==> config.mk <==
export PLATFORM = sky130hd
export DESIGN_NAME = pwmSystem
export DESIGN_NICKNAME = d
export VERILOG_FILES = /design/src/pwmPkg.sv /design/src/usiBusIf.sv /design/src/usiBusHub.sv /design/src/pwmCsr.sv /design/src/pwmBlock.sv /design/src/pwmSystem.sv
export SDC_FILE = /design/constraint.sdc
export NUM_CORES = 1
export LEC_CHECK = 0
export BUFFER_PORTS_ARGS = -buffer_cell sky130_fd_sc_hd__buf_2
export CAP_MARGIN = 20
export CORE_MARGIN = 3
export CORE_UTILIZATION = 48
export CTS_CLUSTER_DIAMETER = 30
export DETAILED_ROUTE_END_ITERATION = 10
export GPL_TIMING_DRIVEN = 0
export HOLD_SLACK_MARGIN = 0.1
export PLACE_DENSITY = 0.86
export SETUP_SLACK_MARGIN = 0.4
export SYNTH_ARGS = -nofsm -noshare
export SYNTH_HDL_FRONTEND = slang
export SYNTH_SLANG_ARGS = --single-unit
==> constraint.sdc <==
create_clock -name iSysClk -period 2.7 [get_ports iSysClk]
set_clock_uncertainty 0.2 [all_clocks]
set_input_delay 0.675 -clock iSysClk [delete_from_list [all_inputs] [get_ports iSysClk]]
set_output_delay 0.675 -clock iSysClk [all_outputs]
set_load 0.01 [all_outputs]
==> src/pwmPkg.sv <==
// Shared types and constants for the PWM subsystem
// Command and hub state enums, bus fields, block map, CSR offsets
package pwmPkg;

	// ----------------------------------------
	// Types
	// ----------------------------------------

	// Command field of the bus address word
	typedef enum logic [1:0]
	{
		cmdNone      = 2'd0,	// No operation
		cmdWrite     = 2'd1,
		cmdRead      = 2'd2,
		cmdWriteRead = 2'd3	// Decoded but not serviced
	} usiCmd_t;

	// Hub sequencing
	typedef enum logic
	{
		hubIdle   = 1'b0,
		hubWaitRd = 1'b1	// Read issued, waiting on a slave
	} hubState_t;

	// ----------------------------------------
	// Bus layout
	// ----------------------------------------
	localparam int lpDataWidth = 32;
	localparam int lpAdrsWidth = 32;

	localparam int lpCmdHi = 31;	// Command type
	localparam int lpCmdLo = 30;
	localparam int lpBlkHi = 23;	// Block address
	localparam int lpBlkLo = 16;
	localparam int lpCsrHi = 15;	// Register address, down to bit 0

	// PWM counter and duty width
	localparam int lpPwmWidth = 8;

	// Block map
	localparam logic [lpBlkHi-lpBlkLo:0] lpBlkPwm0 = 8'h02;
	localparam logic [lpBlkHi-lpBlkLo:0] lpBlkPwm1 = 8'h03;

	// CSR offsets inside a PWM block
	localparam logic [lpCsrHi:0] lpCsrCtrl = 16'h0000;	// Bit 0 enable
	localparam logic [lpCsrHi:0] lpCsrDuty = 16'h0004;	// 8-bit duty

	// Read return window of the hub, in cycles
	localparam int unsigned lpRdTimeout = 8;
	localparam int lpRdToWidth = $clog2(lpRdTimeout);

endpackage

==> src/usiBusIf.sv <==
// Single-slave bus bundle with master and slave views
interface usiBusIf;

	// Master to slave
	logic [pwmPkg::lpDataWidth-1:0] wd;	// Write data
	logic [pwmPkg::lpAdrsWidth-1:0] adrs;	// Cmd / block / CSR address word
	logic                           wCke;	// One-cycle command strobe

	// Slave to master
	logic [pwmPkg::lpDataWidth-1:0] rd;	// Zero unless answering
	logic                           vd;	// One-cycle read valid

	// Hub side
	modport master
	(
		output wd,
		output adrs,
		output wCke,
		input  rd,
		input  vd
	);

	// Register file side
	modport slave
	(
		input  wd,
		input  adrs,
		input  wCke,
		output rd,
		output vd
	);

endinterface

==> src/usiBusHub.sv <==
// Bus hub: host command register, read data merge, read timeout
module usiBusHub
(
	input  logic                           iSysClk,
	input  logic                           rstN,
	input  logic [pwmPkg::lpDataWidth-1:0] hostWd,
	input  logic [pwmPkg::lpAdrsWidth-1:0] hostAdrs,
	input  logic                           hostWCke,
	output logic [pwmPkg::lpDataWidth-1:0] hostRd,
	output logic                           hostRdVld,
	output logic                           hostRdErr,
	output logic                           hostBusy,
	usiBusIf.master                        bus0,
	usiBusIf.master                        bus1
);

	pwmPkg::hubState_t              state;
	logic [pwmPkg::lpDataWidth-1:0] busWd;		// Registered command payload
	logic [pwmPkg::lpAdrsWidth-1:0] busAdrs;
	logic                           busWCke;
	logic                           hostAccept;
	logic                           hostIsRead;
	logic [pwmPkg::lpDataWidth-1:0] rdAny;		// OR of slave returns
	logic                           vdAny;
	logic [pwmPkg::lpRdToWidth-1:0] rdToCnt;	// Cycles spent in hubWaitRd
	logic                           rdToHit;

	// ----------------------------------------
	// Host side decode
	// ----------------------------------------
	assign hostAccept = hostWCke && (state == pwmPkg::hubIdle);	// Dropped while busy
	assign hostIsRead = (pwmPkg::usiCmd_t'(hostAdrs[pwmPkg::lpCmdHi:pwmPkg::lpCmdLo])
		== pwmPkg::cmdRead);
	assign hostBusy   = (state == pwmPkg::hubWaitRd);

	// ----------------------------------------
	// Command register, broadcast to slaves
	// ----------------------------------------
	always_ff @(posedge iSysClk)
	begin
		if (hostAccept)
		begin
			busWd   <= hostWd;
			busAdrs <= hostAdrs;
		end
	end

	always_ff @(posedge iSysClk or negedge rstN)
	begin
		if (!rstN)
			busWCke <= 1'b0;
		else
			busWCke <= hostAccept;	// Strobe one cycle after host
	end

	assign bus0.wd   = busWd;
	assign bus0.adrs = busAdrs;
	assign bus0.wCke = busWCke;
	assign bus1.wd   = busWd;
	assign bus1.adrs = busAdrs;
	assign bus1.wCke = busWCke;

	// ----------------------------------------
	// Read return and timeout
	// ----------------------------------------
	assign rdAny   = bus0.rd | bus1.rd;	// Idle slaves drive zero
	assign vdAny   = bus0.vd | bus1.vd;
	assign rdToHit = (32'(rdToCnt) == pwmPkg::lpRdTimeout - 1);

	// Read data to host
	always_ff @(posedge iSysClk)
	begin
		if (vdAny)
			hostRd <= rdAny;
	end

	always_ff @(posedge iSysClk or negedge rstN)
	begin
		if (!rstN)
		begin
			state     <= pwmPkg::hubIdle;
			rdToCnt   <= '0;
			hostRdVld <= 1'b0;
			hostRdErr <= 1'b0;
		end
		else
		begin
			hostRdVld <= 1'b0;	// Both flags are single pulses
			hostRdErr <= 1'b0;
			case (state)
				pwmPkg::hubIdle:
				begin
					rdToCnt <= '0;
					if (hostAccept && hostIsRead)
						state <= pwmPkg::hubWaitRd;
				end
				pwmPkg::hubWaitRd:
				begin
					rdToCnt <= rdToCnt + 1'b1;
					if (vdAny)	// Return wins over a same-cycle timeout
					begin
						hostRdVld <= 1'b1;
						state     <= pwmPkg::hubIdle;
					end
					else if (rdToHit)
					begin
						hostRdErr <= 1'b1;	// Nobody answered
						state     <= pwmPkg::hubIdle;
					end
				end
				default:
					state <= pwmPkg::hubIdle;
			endcase
		end
	end

endmodule

==> src/pwmCsr.sv <==
// PWM register file: enable and duty registers on the slave bus
module pwmCsr
#(
	parameter logic [pwmPkg::lpBlkHi-pwmPkg::lpBlkLo:0] pBlkAdrs = pwmPkg::lpBlkPwm0
)
(
	input  logic                          iSysClk,
	input  logic                          rstN,
	usiBusIf.slave                        bus,
	output logic                          pwmEn,	// Counter run enable
	output logic [pwmPkg::lpPwmWidth-1:0] pwmDuty	// Compare threshold
);

	pwmPkg::usiCmd_t                cmd;
	logic                           blkHit;
	logic [pwmPkg::lpCsrHi:0]       csrAdrs;
	logic                           wrEn;
	logic                           rdEn;
	logic [pwmPkg::lpDataWidth-1:0] rdMux;

	// ----------------------------------------
	// Address word decode
	// ----------------------------------------
	assign cmd     = pwmPkg::usiCmd_t'(bus.adrs[pwmPkg::lpCmdHi:pwmPkg::lpCmdLo]);
	assign blkHit  = (bus.adrs[pwmPkg::lpBlkHi:pwmPkg::lpBlkLo] == pBlkAdrs);
	assign csrAdrs = bus.adrs[pwmPkg::lpCsrHi:0];

	// Only plain write and read are serviced
	assign wrEn = bus.wCke && blkHit && (cmd == pwmPkg::cmdWrite);
	assign rdEn = bus.wCke && blkHit && (cmd == pwmPkg::cmdRead);

	// ----------------------------------------
	// Register writes
	// ----------------------------------------
	always_ff @(posedge iSysClk or negedge rstN)
	begin
		if (!rstN)
		begin
			pwmEn   <= 1'b0;
			pwmDuty <= '0;
		end
		else if (wrEn)
		begin
			case (csrAdrs)
				pwmPkg::lpCsrCtrl:
					pwmEn <= bus.wd[0];	// Enable only in bit 0
				pwmPkg::lpCsrDuty:
					pwmDuty <= bus.wd[pwmPkg::lpPwmWidth-1:0];
				default:
					;	// Unmapped offset
			endcase
		end
	end

	// ----------------------------------------
	// Read path
	// ----------------------------------------

	// Zero-extended register select
	always_comb
	begin
		case (csrAdrs)
			pwmPkg::lpCsrCtrl:
				rdMux = {{(pwmPkg::lpDataWidth-1){1'b0}}, pwmEn};
			pwmPkg::lpCsrDuty:
				rdMux = {{(pwmPkg::lpDataWidth-pwmPkg::lpPwmWidth){1'b0}}, pwmDuty};
			default:
				rdMux = '0;	// Unknown offsets read zero
		endcase
	end

	// Return one cycle after the strobe
	always_ff @(posedge iSysClk or negedge rstN)
	begin
		if (!rstN)
		begin
			bus.rd <= '0;
			bus.vd <= 1'b0;
		end
		else
		begin
			bus.vd <= rdEn;
			if (rdEn)
				bus.rd <= rdMux;
			else
				bus.rd <= '0;	// Keep hub OR merge clean
		end
	end

endmodule

==> src/pwmBlock.sv <==
// One PWM channel: free-running counter, duty compare, CSR instance
module pwmBlock
#(
	parameter logic [pwmPkg::lpBlkHi-pwmPkg::lpBlkLo:0] pBlkAdrs = pwmPkg::lpBlkPwm0
)
(
	input  logic   iSysClk,
	input  logic   rstN,
	usiBusIf.slave bus,
	output logic   pwm	// Registered compare result
);

	logic                          pwmEn;
	logic [pwmPkg::lpPwmWidth-1:0] pwmDuty;
	logic [pwmPkg::lpPwmWidth-1:0] cnt;	// Wraps at 256
	logic                          cntAbove;

	// ----------------------------------------
	// Counter
	// ----------------------------------------
	always_ff @(posedge iSysClk or negedge rstN)
	begin
		if (!rstN)
			cnt <= '0;
		else if (pwmEn)
			cnt <= cnt + 1'b1;	// Runs while enabled
		else
			cnt <= '0;	// Held clear when disabled
	end

	// ----------------------------------------
	// Output compare
	// ----------------------------------------

	// High for counter values above duty
	// Gives 255 - duty high cycles per period
	assign cntAbove = (pwmDuty < cnt);

	always_ff @(posedge iSysClk or negedge rstN)
	begin
		if (!rstN)
			pwm <= 1'b0;
		else
			pwm <= cntAbove;	// One cycle behind the counter
	end

	// ----------------------------------------
	// Register file
	// ----------------------------------------
	pwmCsr
	#(
		.pBlkAdrs	(pBlkAdrs)
	)
	pwmCsrInst
	(
		.iSysClk	(iSysClk),
		.rstN		(rstN),
		.bus		(bus),
		.pwmEn		(pwmEn),
		.pwmDuty	(pwmDuty)
	);

endmodule

==> src/pwmSystem.sv <==
// PWM subsystem top: bus hub, two PWM blocks, one bus bundle each
module pwmSystem
(
	input  logic                           iSysClk,
	input  logic                           rstN,
	// Host command port
	input  logic [pwmPkg::lpDataWidth-1:0] hostWd,
	input  logic [pwmPkg::lpAdrsWidth-1:0] hostAdrs,
	input  logic                           hostWCke,
	output logic [pwmPkg::lpDataWidth-1:0] hostRd,
	output logic                           hostRdVld,
	output logic                           hostRdErr,
	output logic                           hostBusy,
	// PWM pins
	output logic                           pwm0,
	output logic                           pwm1
);

	// One bundle per slave
	usiBusIf bus0If();
	usiBusIf bus1If();

	// ----------------------------------------
	// Bus master
	// ----------------------------------------
	usiBusHub usiBusHubInst
	(
		.iSysClk	(iSysClk),
		.rstN		(rstN),
		.hostWd		(hostWd),
		.hostAdrs	(hostAdrs),
		.hostWCke	(hostWCke),
		.hostRd		(hostRd),
		.hostRdVld	(hostRdVld),
		.hostRdErr	(hostRdErr),
		.hostBusy	(hostBusy),
		.bus0		(bus0If),
		.bus1		(bus1If)
	);

	// ----------------------------------------
	// PWM slaves
	// ----------------------------------------
	pwmBlock #(.pBlkAdrs(pwmPkg::lpBlkPwm0)) pwmBlk0
	(
		.iSysClk	(iSysClk),
		.rstN		(rstN),
		.bus		(bus0If),
		.pwm		(pwm0)
	);

	pwmBlock #(.pBlkAdrs(pwmPkg::lpBlkPwm1)) pwmBlk1
	(
		.iSysClk	(iSysClk),
		.rstN		(rstN),
		.bus		(bus1If),
		.pwm		(pwm1)
	);

endmodule

==> metrics <==
critical path launch point type=flip-flop; PD cells=584 nW/um2; routability congestion estimate=0.827; Initial Util=50.5%; fin crit period=2.27 ns; grt ovf=0; DPL Wire Length=5130 um; Static Leakage=2.30 nW; final hold vios=0; ant diodes=0; maxcap violations=0; layout cells sized above 1=32.2%; DRT antenna net count=0; # rows=33; Cells after Synth=303; worst r2r dst=pwmBlk0.pwmCsrInst.pwmDuty[6]; DRC viols=0; total wire length=6810 um; largest net degree at the start of global routing=37; Tightest Pin Transition=0.942 ns; initial antenna violation count=0; Synthesis Warnings=0; library cells used by synthesis=35; via count=2431; drt wl/cell=about 14 um; TritonCTS clock tree=yes; Area Growth Syn to Fin=17.2%; Bufs on Longest Clock Path=2; DR pass1 iterations=4; Clk pwr share=29.1%; I/O pins=104; Seq/Total Area, Yosys=65.5%; Filler cells=663; R2R cell count=6; core area=8420 um2; routed vias/inst=4.86; status=complete, no violations; cts bufs inserted=9; Slew headroom=37.1%; part of the cycle the worst path needs=between 80% and 90%; Worst Path Arrival=2.31 ns; final count of negative-setup-slack endpoints=0; peak supply drop=0.350 mV; port buffer count=a little under 50; Worst-path clk slew=~0.09 ns; synthesized flop and latch total=about 100; CP endpoint=pwmBlk0.pwmCsrInst.pwmDuty[6]; CP Capture Type=flip-flop; WS Path Type=reg -> reg; setup tns final=0 ns; Final #Nets=approximately 480; Net Sw Frac=about a quarter; syn_area_per_cell=14.0 um2; Die Area=between 10000 and 15000 um2; CP Max Fanout=8; Root Buffer=clkbuf_8; Sw Pwr=0.000708 W; H-tree Lvls=3; global-route wire length before repair=11500 um; Worst R2R Start=usiBusHubInst.bus0.adrs[13]; Die W=100 um; Sink Count=103; internal power=around 0.0022 W; fmax=around 0.44 GHz; Iter 0 DRT Violations=60; launch point of the worst path=usiBusHubInst.bus0.adrs[13]; Total GRT Usage=14.7%; critical path required time=2.75 ns; combinational power share=7.5%; worst skew pair latency=about 0.36 ns; vias in the first global route=between 2000 and 2500; die height=about 100 um; worst hold path type=in -> async; RSZ-0062 raised after global routing=true; post-synthesis cell area=4250 um2; Final Power=0.00291 W; relative contribution of sequential cells to total power=63.4%; Pins Over Slew Limit=0; R2R setup slack=0.43 ns; Hold Buf Count CTS=0
[stage by stage]
step | utilization [%] | worst slack (ns) | hold slack [ns] | area (um2) | instances
3_5_place_dp | 56.3 | 0.341 | 0.249 | 4740 | 481
3_3_place_gp | 56.0 | 0.0578 | 0.221 | 4720 | 480
4_1_cts | 58.6 | 0.475 | 0.114 | 4940 | 499
5_1_grt | 59.2 | 0.333 | 0.135 | 4990 | 500
6_report | 59.2 | 0.433 | 0.104 | 4990 | 500
2_1_floorplan | - | 0.460 | 0.179 | 4340 | 326
[critical path, stage by stage (launching register included)]
cell and delay [ns]:
edfxtp_1 0.44, nor4b_4 0.38, nand4_1 0.14, buf_4 0.18
nor4_4 0.24, buf_4 0.22, mux2_2 0.34
[kinds of logic after synthesis]
| family | count (synthesis) | synth area share (%) |
|---|---|---|
| DFF | 103 | 65.5 |
| adders and majority gates | 18 | 5.29 |
| muxes | 18 | 4.76 |
| xor gates and xnor gates | 12 | 2.47 |
| and+or+nand+nor | 94 | 13.3 |
| buffers and inverters | 42 | 5.82 |
| other | 1 | 0.0882 |
| AOI/OAI and AO/OA | 15 | 2.74 |
[routing by layer]
metal	global-route usage, %	up-vias	share of wire [%]
met3	4.86	16	6.9
met4	6.11	0	2.0
met2	24.1	73	51
met5	0	-	0
met1	18.0	1156	40
li1	-	1186	-
[flip-flops by register name, summed over array words and instances (netlist names), 3 cells and up]
register and cells:
pwmBlk0.cnt 8, pwmBlk1.pwmCsrInst.pwmDuty 8, pwmBlk1.pwmCsrInst.bus.rd 8, usiBusHubInst.hostRd 8, usiBusHubInst.bus0.wd 8, usiBusHubInst.rdToCnt 3, pwmBlk0.pwmCsrInst.bus.rd 8, pwmBlk0.pwmCsrInst.pwmDuty 8
pwmBlk1.cnt 8, usiBusHubInst.bus0.adrs 26
[worst min path at each step]
| stage | from | end | slack [ns] | depth (start not counted) |
|---|---|---|---|---|
| 3_5_place_dp | usiBusHubInst.rdToCnt[0] | usiBusHubInst.rdToCnt[0] | 0.25 | 1 |
| 5_1_grt | rstN | usiBusHubInst.hostRdVld | 0.14 | 1 |
| 3_3_place_gp | usiBusHubInst.rdToCnt[0] | usiBusHubInst.rdToCnt[0] | 0.22 | 1 |
| 2_1_floorplan | rstN | pwmBlk0.cnt[0] | 0.18 | 0 |
| 4_1_cts | rstN | pwmBlk1.cnt[4] | 0.11 | 1 |
| 6_report | rstN | pwmBlk1.pwmCsrInst.bus.rd[3] | 0.10 | 1 |
[power groups by stage]
stage / combinational [W] / sequential (W) / clock [W]
after global placement: 0.000201 / 0.00186 / 0
after CTS: 0.000220 / 0.00184 / 0.000878
after floorplan: 0.000132 / 0.00185 / 0
final: 0.000218 / 0.00185 / 0.000847
after global routing: 0.000246 / 0.00186 / 0.000946
after detailed placement: 0.000218 / 0.00187 / 0
[final cells by class]
cell class / instances / area, um2 / share of cell area [%]
buffer: 24 / 180 / 3.61
clock buffer: 10 / 128 / 2.56
clock inverter: 6 / 46.3 / 0.928
inverter: 18 / 67.6 / 1.35
multi-input combinational: 181 / 1350 / 27.0
sequential: 103 / 2790 / 55.9
tap: 105 / 131 / 2.63
timing repair buffer: 53 / 300 / 6.02
[Yosys cell counts (all sizes together)]
| master | number | area [um2] |
|---|---|---|
| dfrtp | 61 | 1530 |
| edfxtp | 42 | 1260 |
| buf | 24 | 180 |
| nor2 | 22 | 82.6 |
| and2 | 19 | 119 |
| ha | 18 | 225 |
| inv | 18 | 67.6 |
| mux2 | 18 | 203 |
| xnor2 | 12 | 105 |
| nor4 | 10 | 83.8 |
| or2 | 9 | 56.3 |
| nand3 | 8 | 40.0 |
| a21o | 6 | 45.0 |
| nand4 | 6 | 37.5 |
| and3 | 4 | 25.0 |
| nor2b | 4 | 25.0 |
| nand2b | 3 | 18.8 |
| a211oi | 2 | 15.0 |
| a21oi | 2 | 10.0 |
| nand2 | 2 | 10.0 |
| nor3 | 2 | 15.0 |
| o2bb2a | 2 | 20.0 |
| o31a | 2 | 17.5 |
| a22o | 1 | 8.76 |
| and4 | 1 | 8.76 |
| and4bb | 1 | 12.5 |
| conb | 1 | 3.75 |
| nand3b | 1 | 7.51 |
| nand4b | 1 | 8.76 |
| nor4b | 1 | 15.0 |
[placed cells by master (no fill, tap or decap), drive strengths merged, types with 2 or more instances in the layout]
cell    count
a21oi       2
nor2b       4
nand4       6
dfrtp      61
a21o        6
mux2       18
o2bb2a      2
clkinv      4
nor3        2
conb       24
or2         9
a211oi      2
edfxtp     42
and3        4
nor4       10
o31a        2
nand2       2
nor2       22
xnor2      12
inv        19
clkbuf     10
and2       19
buf        77
nand3       8
ha         18
nand2b      3
[repair_timing]
action / in CTS / in global routing
pin swaps: 2 / 1
endpoints found under the hold margin: 0 / 0
endpoints found under the setup margin: 16 / 17
resized for setup: 1 / 4
buffers inserted: 2 / 1
gates cloned: 0 / 0
(Power assumes the default switching activity.)
